File: config.mk
export PLATFORM = sky130hd
export DESIGN_NAME = vga_top
export DESIGN_NICKNAME = d
export VERILOG_FILES = /design/src/rtl/vga_timing_pkg.sv /design/src/rtl/board_pkg.sv /design/src/rtl/board_regs.sv /design/src/rtl/scan_timing.sv /design/src/rtl/cell_locator.sv /design/src/rtl/pixel_stage.sv /design/src/rtl/vga_top.sv
export SDC_FILE = /design/constraint.sdc
export NUM_CORES = 1
export LEC_CHECK = 0
export BUFFER_PORTS_ARGS = -buffer_cell sky130_fd_sc_hd__buf_4
export CORE_MARGIN = 5
export CORE_UTILIZATION = 35
export CTS_CLUSTER_SIZE = 28
export DETAILED_ROUTE_END_ITERATION = 10
export SLEW_MARGIN = 20
export SYNTH_ARGS = -nofsm -noshare
export SYNTH_HDL_FRONTEND = slang
export SYNTH_HIERARCHICAL = 1
export SYNTH_SLANG_ARGS = --single-unit
File: constraint.sdc
create_clock -name clk_n -period 6.2 [get_ports clk_n]
set_clock_uncertainty 0.05 [all_clocks]
set_input_delay 0.93 -clock clk_n [delete_from_list [all_inputs] [get_ports clk_n]]
set_output_delay 0.93 -clock clk_n [all_outputs]
set_load 0.1 [all_outputs]
File: src/rtl/vga_timing_pkg.sv
`default_nettype none

package vga_timing_pkg;

  // Scan counter width
  localparam int unsigned scan_width = 10;

  ////////////////////////////////////////////////////////////
  // Horizontal, in pixel periods
  localparam int unsigned h_total        = 800;
  localparam int unsigned h_sync_end     = 96;
  localparam int unsigned h_active_first = 144;
  localparam int unsigned h_active_last  = 783;

  ////////////////////////////////////////////////////////////
  // Vertical, in lines
  localparam int unsigned v_total        = 525;
  localparam int unsigned v_sync_lines   = 1;
  localparam int unsigned v_active_first = 35;
  localparam int unsigned v_active_last  = 514;

endpackage

`default_nettype wire

File: src/rtl/board_pkg.sv
`default_nettype none

package board_pkg;

  // Board size
  localparam int unsigned board_rows    = 20;
  localparam int unsigned board_cols    = 10;
  localparam int unsigned row_idx_width = 5;
  localparam int unsigned col_idx_width = 4;

  ////////////////////////////////////////////////////////////
  // Cell placement in scan coordinates
  localparam int unsigned cell_size    = 24;
  localparam int unsigned grid_x_first = 345;
  localparam int unsigned grid_y_first = 35;
  localparam int unsigned grid_x_last  = grid_x_first + board_cols * cell_size - 1;
  localparam int unsigned grid_y_last  = grid_y_first + board_rows * cell_size - 1;

  // Border bars, two pixels wide
  localparam int unsigned border_width   = 2;
  localparam int unsigned border_left_x  = 342;
  localparam int unsigned border_right_x = 584;
  localparam int unsigned border_y_first = 35;
  localparam int unsigned border_y_last  = 513;

  ////////////////////////////////////////////////////////////
  // Wishbone widths
  localparam int unsigned wb_adr_width = 5;
  localparam int unsigned wb_dat_width = 16;

  // Colour words, 4 bits per channel
  localparam int unsigned colour_width = 12;
  localparam int unsigned chan_width   = 4;
  localparam logic [colour_width-1:0] colour_cell   = 12'h00F;
  localparam logic [colour_width-1:0] colour_border = 12'h00C;
  localparam logic [colour_width-1:0] colour_black  = 12'h000;

  typedef union packed {
    logic [colour_width-1:0] raw;
    struct packed {
      logic [chan_width-1:0] red;
      logic [chan_width-1:0] green;
      logic [chan_width-1:0] blue;
    } ch;
  } pixel_word_t;

endpackage

`default_nettype wire

File: src/rtl/board_regs.sv
`timescale 1ns/1ps
`default_nettype none

module board_regs
  import board_pkg::*;
(
  input  wire                      clk_n,
  input  wire                      clr,
  input  wire                      wb_cyc,
  input  wire                      wb_stb,
  input  wire                      wb_we,
  input  wire [wb_adr_width-1:0]   wb_adr,
  input  wire [wb_dat_width-1:0]   wb_dat_w,
  output logic [wb_dat_width-1:0]  wb_dat_r,
  output logic                     wb_ack,
  input  wire [row_idx_width-1:0]  row_sel,
  output logic [board_cols-1:0]    row_bits
);

  logic [board_cols-1:0] rows [board_rows];
  logic                  access;
  logic                  in_range;

  // New request only while no ack is pending
  assign access   = wb_cyc && wb_stb && !wb_ack;
  assign in_range = (wb_adr < board_rows);

  ////////////////////////////////////////////////////////////
  // Host side
  always_ff @(posedge clk_n or posedge clr) begin
    if (clr) begin
      wb_ack   <= 1'b0;
      wb_dat_r <= '0;
      for (int i = 0; i < board_rows; i++) begin
        rows[i] <= '0;
      end
    end else begin
      wb_ack <= access;
      if (access && wb_we && in_range) begin
        rows[wb_adr] <= wb_dat_w[board_cols-1:0];
      end
      if (access && !wb_we) begin
        // Out of range reads as zero
        if (in_range) begin
          wb_dat_r <= wb_dat_width'(rows[wb_adr]);
        end else begin
          wb_dat_r <= '0;
        end
      end
    end
  end

  ////////////////////////////////////////////////////////////
  // Scan side, combinational lookup
  always_comb begin
    if (row_sel < board_rows) begin
      row_bits = rows[row_sel];
    end else begin
      row_bits = '0;
    end
  end

endmodule

`default_nettype wire

File: src/rtl/scan_timing.sv
`timescale 1ns/1ps
`default_nettype none

module scan_timing
  import vga_timing_pkg::*;
(
  input  wire                     clk_n,
  input  wire                     clr,
  output logic [scan_width-1:0]   scan_x,
  output logic [scan_width-1:0]   scan_y,
  output logic                    hsync,
  output logic                    vsync
);

  logic line_end;
  logic frame_end;

  assign line_end  = (scan_x == scan_width'(h_total - 1));
  assign frame_end = (scan_y == scan_width'(v_total - 1));

  ////////////////////////////////////////////////////////////
  // Column and line counters
  always_ff @(posedge clk_n or posedge clr) begin
    if (clr) begin
      scan_x <= '0;
      scan_y <= '0;
    end else if (line_end) begin
      scan_x <= '0;
      if (frame_end) begin
        scan_y <= '0;
      end else begin
        scan_y <= scan_y + 1'b1;
      end
    end else begin
      scan_x <= scan_x + 1'b1;
    end
  end

  ////////////////////////////////////////////////////////////
  // Sync pulses, one cycle behind the counters
  // so they line up with the registered colour
  always_ff @(posedge clk_n or posedge clr) begin
    if (clr) begin
      hsync <= 1'b0;
      vsync <= 1'b0;
    end else begin
      // Active low during the sync interval
      hsync <= (scan_x >= scan_width'(h_sync_end));
      vsync <= (scan_y >= scan_width'(v_sync_lines));
    end
  end

endmodule

`default_nettype wire

File: src/rtl/cell_locator.sv
`timescale 1ns/1ps
`default_nettype none

module cell_locator
  import vga_timing_pkg::*;
  import board_pkg::*;
(
  input  wire [scan_width-1:0]      scan_x,
  input  wire [scan_width-1:0]      scan_y,
  output logic [row_idx_width-1:0]  row_sel,
  output logic [col_idx_width-1:0]  col_sel,
  output logic                      in_grid,
  output logic                      on_border
);

  logic [scan_width-1:0] dx;
  logic [scan_width-1:0] dy;
  logic                  visible;
  logic                  x_in;
  logic                  y_in;
  logic                  left_bar;
  logic                  right_bar;
  logic                  bar_lines;

  // Nothing is drawn in blanking
  assign visible = (scan_x >= h_active_first) && (scan_x <= h_active_last) &&
                   (scan_y >= v_active_first) && (scan_y <= v_active_last);

  ////////////////////////////////////////////////////////////
  // Cell lookup
  assign dx   = scan_x - scan_width'(grid_x_first);
  assign dy   = scan_y - scan_width'(grid_y_first);
  assign x_in = (scan_x >= grid_x_first) && (scan_x <= grid_x_last);
  assign y_in = (scan_y >= grid_y_first) && (scan_y <= grid_y_last);

  assign in_grid = visible && x_in && y_in;
  assign col_sel = in_grid ? col_idx_width'(dx / cell_size) : '0;
  assign row_sel = in_grid ? row_idx_width'(dy / cell_size) : '0;

  ////////////////////////////////////////////////////////////
  // Border bars
  assign left_bar  = (scan_x >= border_left_x) &&
                     (scan_x < border_left_x + border_width);
  assign right_bar = (scan_x >= border_right_x) &&
                     (scan_x < border_right_x + border_width);
  assign bar_lines = (scan_y >= border_y_first) && (scan_y <= border_y_last);

  assign on_border = visible && bar_lines && (left_bar || right_bar);

endmodule

`default_nettype wire

File: src/rtl/pixel_stage.sv
`timescale 1ns/1ps
`default_nettype none

module pixel_stage
  import board_pkg::*;
(
  input  wire                      clk_n,
  input  wire                      clr,
  input  wire [board_cols-1:0]     row_bits,
  input  wire [col_idx_width-1:0]  col_sel,
  input  wire                      in_grid,
  input  wire                      on_border,
  output logic [chan_width-1:0]    red,
  output logic [chan_width-1:0]    green,
  output logic [chan_width-1:0]    blue
);

  pixel_word_t next_word;
  pixel_word_t pixel_q;

  // Lit cell wins over the right bar where they overlap
  always_comb begin
    if (in_grid && row_bits[col_sel]) begin
      next_word.raw = colour_cell;
    end else if (on_border) begin
      next_word.raw = colour_border;
    end else begin
      next_word.raw = colour_black;
    end
  end

  always_ff @(posedge clk_n or posedge clr) begin
    if (clr) begin
      pixel_q.raw <= colour_black;
    end else begin
      pixel_q <= next_word;
    end
  end

  ////////////////////////////////////////////////////////////
  // Channel split
  assign red   = pixel_q.ch.red;
  assign green = pixel_q.ch.green;
  assign blue  = pixel_q.ch.blue;

endmodule

`default_nettype wire

File: src/rtl/vga_top.sv
`timescale 1ns/1ps
`default_nettype none

module vga_top
  import vga_timing_pkg::*;
  import board_pkg::*;
(
  input  wire                      clk_n,
  input  wire                      clr,
  // Wishbone classic slave
  input  wire                      wb_cyc,
  input  wire                      wb_stb,
  input  wire                      wb_we,
  input  wire [wb_adr_width-1:0]   wb_adr,
  input  wire [wb_dat_width-1:0]   wb_dat_w,
  output logic [wb_dat_width-1:0]  wb_dat_r,
  output logic                     wb_ack,
  // Display
  output logic                     hsync,
  output logic                     vsync,
  output logic [chan_width-1:0]    red,
  output logic [chan_width-1:0]    green,
  output logic [chan_width-1:0]    blue
);

  logic [scan_width-1:0]    scan_x;
  logic [scan_width-1:0]    scan_y;
  logic [row_idx_width-1:0] row_sel;
  logic [col_idx_width-1:0] col_sel;
  logic [board_cols-1:0]    row_bits;
  logic                     in_grid;
  logic                     on_border;

  ////////////////////////////////////////////////////////////
  // Board storage
  board_regs regs_i (
    .clk_n    (clk_n),
    .clr      (clr),
    .wb_cyc   (wb_cyc),
    .wb_stb   (wb_stb),
    .wb_we    (wb_we),
    .wb_adr   (wb_adr),
    .wb_dat_w (wb_dat_w),
    .wb_dat_r (wb_dat_r),
    .wb_ack   (wb_ack),
    .row_sel  (row_sel),
    .row_bits (row_bits)
  );

  ////////////////////////////////////////////////////////////
  // Scan and lookup
  scan_timing timing_i (
    .clk_n  (clk_n),
    .clr    (clr),
    .scan_x (scan_x),
    .scan_y (scan_y),
    .hsync  (hsync),
    .vsync  (vsync)
  );

  cell_locator locator_i (
    .scan_x    (scan_x),
    .scan_y    (scan_y),
    .row_sel   (row_sel),
    .col_sel   (col_sel),
    .in_grid   (in_grid),
    .on_border (on_border)
  );

  ////////////////////////////////////////////////////////////
  // Colour out
  pixel_stage pixel_i (
    .clk_n     (clk_n),
    .clr       (clr),
    .row_bits  (row_bits),
    .col_sel   (col_sel),
    .in_grid   (in_grid),
    .on_border (on_border),
    .red       (red),
    .green     (green),
    .blue      (blue)
  );

endmodule

`default_nettype wire

# Word level (Yosys, flattened, before mapping)
# Cells that the tools add are included.
# totals
elab_cells	97
input_bits	26
register_bits	251
output_inout_bits	31
# classes
div	2
n_mux	19
add_sub_neg	4
n_lt_le_gt_ge	19
n_eq_ne	2
n_reduce_logical	22
bitwise_logic	2
# ops
cell	count
$bwmux W200	1
$bmux W10 S5	2
$mux W10	9
$div A10 B5 Y32 const B	2
$demux W10 S5	1
$le A10 B10 Y1 const B	4
$add A10 B1 Y10 const B	2
$eq A10 B10 Y1 const B	2
$ge A10 B9 Y1 const B	2
$logic_and A1 B1 Y1	19
$ge A6 B6 Y1 const B	2
$mux W12	1
$not A5 Y6	2
$ge A10 B1 Y1 const B	1
$ge A10 B10 Y1 const B	1
$ge A10 B6 Y1 const B	1
$ge A10 B7 Y1 const B	1
$ge A10 B8 Y1 const B	1
$lt A10 B10 Y1 const B	1
$lt A10 B9 Y1 const B	1
$lt A5 B5 Y1 const B	2
$sub A10 B6 Y10 const B	1
$sub A10 B9 Y10 const B	1
$mux W4	2
7 further kinds	8

# Logic depth before layout (Yosys ltp)
# logic_depth
word_depth	16
mapped_depth	21
depth_no_buf	17

# Modules after synthesis
# Netlist, hierarchy kept.
# modules_own_cells
mod	cells_each	n_inst	seq_area_each_um2	area_per_inst_um2
board_regs	796	1	5280.1	11497.3
cell_locator	245	1	0.0	1711.6
scan_timing	106	1	550.5	1137.3
pixel_stage	27	1	50.0	255.2

# Worst setup path before layout
# OpenSTA, ideal clock, no wires.
# synth_path
kind	reg-to-reg
from	register timing_i.scan_y[0]
to	register pixel_i/pixel_q[0] (netlist bit)
path_buffers	2
required_time_ps	6013
synth_period_minus_slack_ps	5091
arrival_time_ps	4904
setup_time_ps	137
stages_incl_launch_ff	19
path_slack_ps	1109
path_cell_list	dfrtp_1 -> ha_1 -> o41ai_4 -> xor2_2 -> nor4_1 -> a32oi_1 -> o22ai_1 -> nor4_4 -> or3_1 -> nand3_1 -> buf_2 -> buf_4 -> mux4_2 -> mux2_2 -> a22oi_1 -> nand2_1 -> and2b_2 -> a2111oi_0 -> o41ai_1
# synth_rtl
item	line	source
from (decl)	scan_timing.sv:10	output logic [scan_width-1:0] scan_y,
from (signal assigned)	scan_timing.sv:32	scan_y <= scan_y + 1'b1;
to (signal assigned)	pixel_stage.sv:36	pixel_q <= next_word;
to (decl)	pixel_stage.sv:19	pixel_word_t pixel_q;

==> out/qor.csv <==
metric;value;unit
status;complete, no violations;
CP endpoint kind;flop;
global route overflow;0;
Post-Syn Area;14600;um^2
Vias;9917;
Pre-antenna DRT Iters;5;
hold crit path type;input pin to async pin;
largest net degree at the start of global routing;165;
initial antenna violation count;0;
worst-path cell chain;ha_1 > o41ai_4 > xor2_2 > nor4_1 > a32oi_1 > o22ai_1 > nor4_4 > or3_1 > nand3_4 > buf_12 > mux4_2 > o2111ai_1 > o221ai_1 > mux4_1 > nor2b_1 > o41ai_1;
Critical Path Fanout Max;15;
cell area power density;236;nW/um^2
clock root buffer master;clkbuf_16;
Met2 Wirelength;18.0;mm
WL per Instance;21.6;um
crit path DAT;6.05;ns
Achievable Freq;0.176;GHz
Post-CTS Setup Inserts;0;
top cells by area, synth;dfrtp_1 40%, mux2_2 15%, mux4_2 12%, mux2i_1 3.5%, mux2_4 2.2%;
total track usage;15.8;%
MaxCap Viol Count;0;
Fill cells;3858;
first-pass GRT wire length;59.5;mm
Final Setup Violations;0;
Chip Height;214;um
Clk Latency, worst-skew pair;0.56;ns
library cells used by synthesis;102;
GPL Wtd Cong;0.816;
Design Area, Final;16300;um^2
metal3 WL;1.45;mm
HPWL after DPL;25.7;mm
die area;45900;um^2
clock-pin slew on the worst setup and hold paths;0.06;ns
final max-slew violation count;0;
Final Hold Fails;0;
DRC Markers;0;
clock sink total;235;
slowest CP cell;o41ai_4;
RSZ-0062 raised after global routing;no;
die width;214;um
total negative setup slack;0;ns
Num CTS Buffers;27;
Critical path buffers and inverters;1;
top cell type's share of synthesized area;40.3;%
fin crit share;91.6;%
row cnt;74;
crit start category;flop;
CTS tree;done;
number of H-tree levels;1;
Starting Density;35.6;%
CTS max path bufs;3;
async set-reset flop share out of synthesis;100;%
drt total wl;37.4;mm
Slew HR;37.5;%
Inserted Diodes;0;
proportion of layout cells with a drive suffix above 1;38.3;%
I/O pin cnt;57;
number of flops mapped to enable cells by yosys;0;
#FFs+latches synth;235;
# port buffers;36;
CP required;6.57;ns
Vias/cell;5.74;
CP Class;flop to flop;
Synth Flop Type;dfrtp_1;
Syn Area/Cell;12.4;um^2
P_leak;7.11;nW
top routing layer in use;met4;
DP Area;15300;um^2
slew of the pin with the lowest slew margin;0.937;ns
Core Area;41000;um^2
P&R area growth vs syn;11.5;%
M1 wire length;17.2;mm
Routed Antenna Nets;0;
sequential fraction of the synthesis area;40.3;%
vias in the first global route;10000;
Iter 0 DRT Violations;634;
Largest delay share family, worst path;compound AO/OA/AOI/OAI gates;
Max VDD drop;0.161;mV
CP max stage delay;0.66;ns
fin crit period;5.68;ns
nets@finish;1215;
cells after synthesis;1174;
dominant cell type by area after synthesis;dfrtp_1;
Synth Warn #;6;
-- metrics by stage --
stage                     utilization (%)  hold WS [ns]  instances  total power [mW]  setup slack (ns)
after floorplan                         -         0.429       1186              2.02              1.11
after global placement               37.2         0.450       1679              2.10             0.606
after detailed placement             37.2         0.457       1679              2.11             0.592
after CTS                            39.7         0.187       1728              3.90             0.533
after global routing                 39.7         0.197       1728              4.00            0.0910
final                                39.7         0.216       1728              3.85             0.518
-- final timing paths --
kind	start	end	slack, ns	cells after the start
max	timing_i/scan_y[0]$_DFFE_PP0N_	pixel_i/pixel_q[0]$_DFF_PP0_	0.52	16
min	clr	pixel_i/pixel_q[2]$_DFF_PP0_	0.22	2
max reg2reg	timing_i/scan_y[0]$_DFFE_PP0N_	pixel_i/pixel_q[0]$_DFF_PP0_	0.52	16
min reg2reg	regs_i/rows[139]$_DFFE_PP0P_	regs_i/rows[139]$_DFFE_PP0P_	0.47	1
max in group asynchronous	clr	regs_i/rows[158]$_DFFE_PP0P_	4.21	4
min in group clk_n	regs_i/rows[139]$_DFFE_PP0P_	regs_i/rows[139]$_DFFE_PP0P_	0.47	1
-- cells by family after synthesis --
kind of cell	synth area share (%)
compound gates	8.80
xor+xnor	1.89
fa+ha+maj	1.18
buf+inv	4.40
flops	40.3
mux	33.0
other cells	0.0514
simple gates	10.4
-- synth_stat cells, types with 5 or more instances --
master / instances
nor2_2: 6
o21ai_0: 18
nor2_1: 30
a31oi_1: 22
mux2_2: 194
dfrtp_1: 235
and3_1: 6
ha_1: 13
buf_2: 22
buf_6: 6
inv_1: 25
clkbuf_1: 38
nand2b_1: 9
mux2_4: 21
mux4_2: 79
or2_2: 11
buf_4: 26
nand3_1: 29
a22oi_1: 16
nand2_2: 10
and2_1: 6
nor2b_1: 9
mux2i_1: 51
nor4_1: 12
nand3b_1: 7
nand4_1: 7
nor3_1: 10
a21oi_1: 14
a211oi_1: 12
o22ai_1: 23
nor2_8: 5
nand2_1: 55
xor2_1: 6
xnor2_1: 20
-- layout by cell type (no fill, tap or decap), types with 5 or more instances in the layout --
master | Yosys | routed
conb_1 | 2 | 14
buf_4 | 26 | 56
mux2_2 | 194 | 194
and3_1 | 6 | 6
nand2b_1 | 9 | 9
nand3b_1 | 7 | 7
nor2_8 | 5 | 5
or2_2 | 11 | 11
a22oi_1 | 16 | 16
inv_1 | 25 | 24
nor2_1 | 30 | 28
clkbuf_8 | 0 | 11
a31oi_1 | 22 | 22
nand3_1 | 29 | 28
o22ai_1 | 23 | 23
nand2_2 | 10 | 10
nor4_1 | 12 | 12
nor2b_1 | 9 | 9
xnor2_1 | 20 | 20
xor2_1 | 6 | 6
clkbuf_16 | 0 | 27
dfrtp_1 | 235 | 235
a21oi_1 | 14 | 14
o21ai_0 | 18 | 18
nor2_2 | 6 | 7
ha_1 | 13 | 13
mux2_4 | 21 | 21
a211oi_1 | 12 | 12
nand2_1 | 55 | 55
nand4_1 | 7 | 7
nor3_1 | 10 | 10
and2_1 | 6 | 6
mux2i_1 | 51 | 51
mux4_2 | 79 | 79
-- sequential cells by signal (all words and copies together) (netlist names) --
| register | cells |
|---|---|
| timing_i/scan_x | 10 |
| regs_i/wb_dat_r | 10 |
| timing_i/hsync | 1 |
| timing_i/vsync | 1 |
| timing_i/scan_y | 10 |
| pixel_i/pixel_q | 2 |
| regs_i/wb_ack | 1 |
| regs_i/rows | 200 |
-- what timing repair did --
action                     CTS  global route
hold buffers                 0             0
gates resized for setup      0             1
setup endpoints to repair    0             2
-- layer usage --
| layer | up-vias | track usage, % |
|---|---|---|
| li1 | 4459 | - |
| met1 | 5185 | 22.7 |
| met2 | 227 | 26.0 |
| met3 | 46 | 2.10 |
| met4 | 0 | 3.24 |
| met5 | - | 0 |
-- final cells by class --
class / count / area [um^2] / area share [%]
tap: 532 / 666 / 4.09
clock buffer: 40 / 835 / 5.13
clock inverter: 9 / 166 / 1.02
sequential: 235 / 5880 / 36.1
multi-input combinational: 827 / 8150 / 50.1
timing repair buffer: 59 / 480 / 2.95
inverter: 26 / 101 / 0.623
-- power by group --
group	internal (mW)	total [mW]	switching, mW	leakage [nW]
combinational	0.178	0.385	0.207	3.41
clock	1.10	1.76	0.663	0.493
sequential	1.63	1.70	0.0708	3.21
total	2.91	3.85	0.941	7.11
No activity file was read; power rests on OpenSTA's default activity.
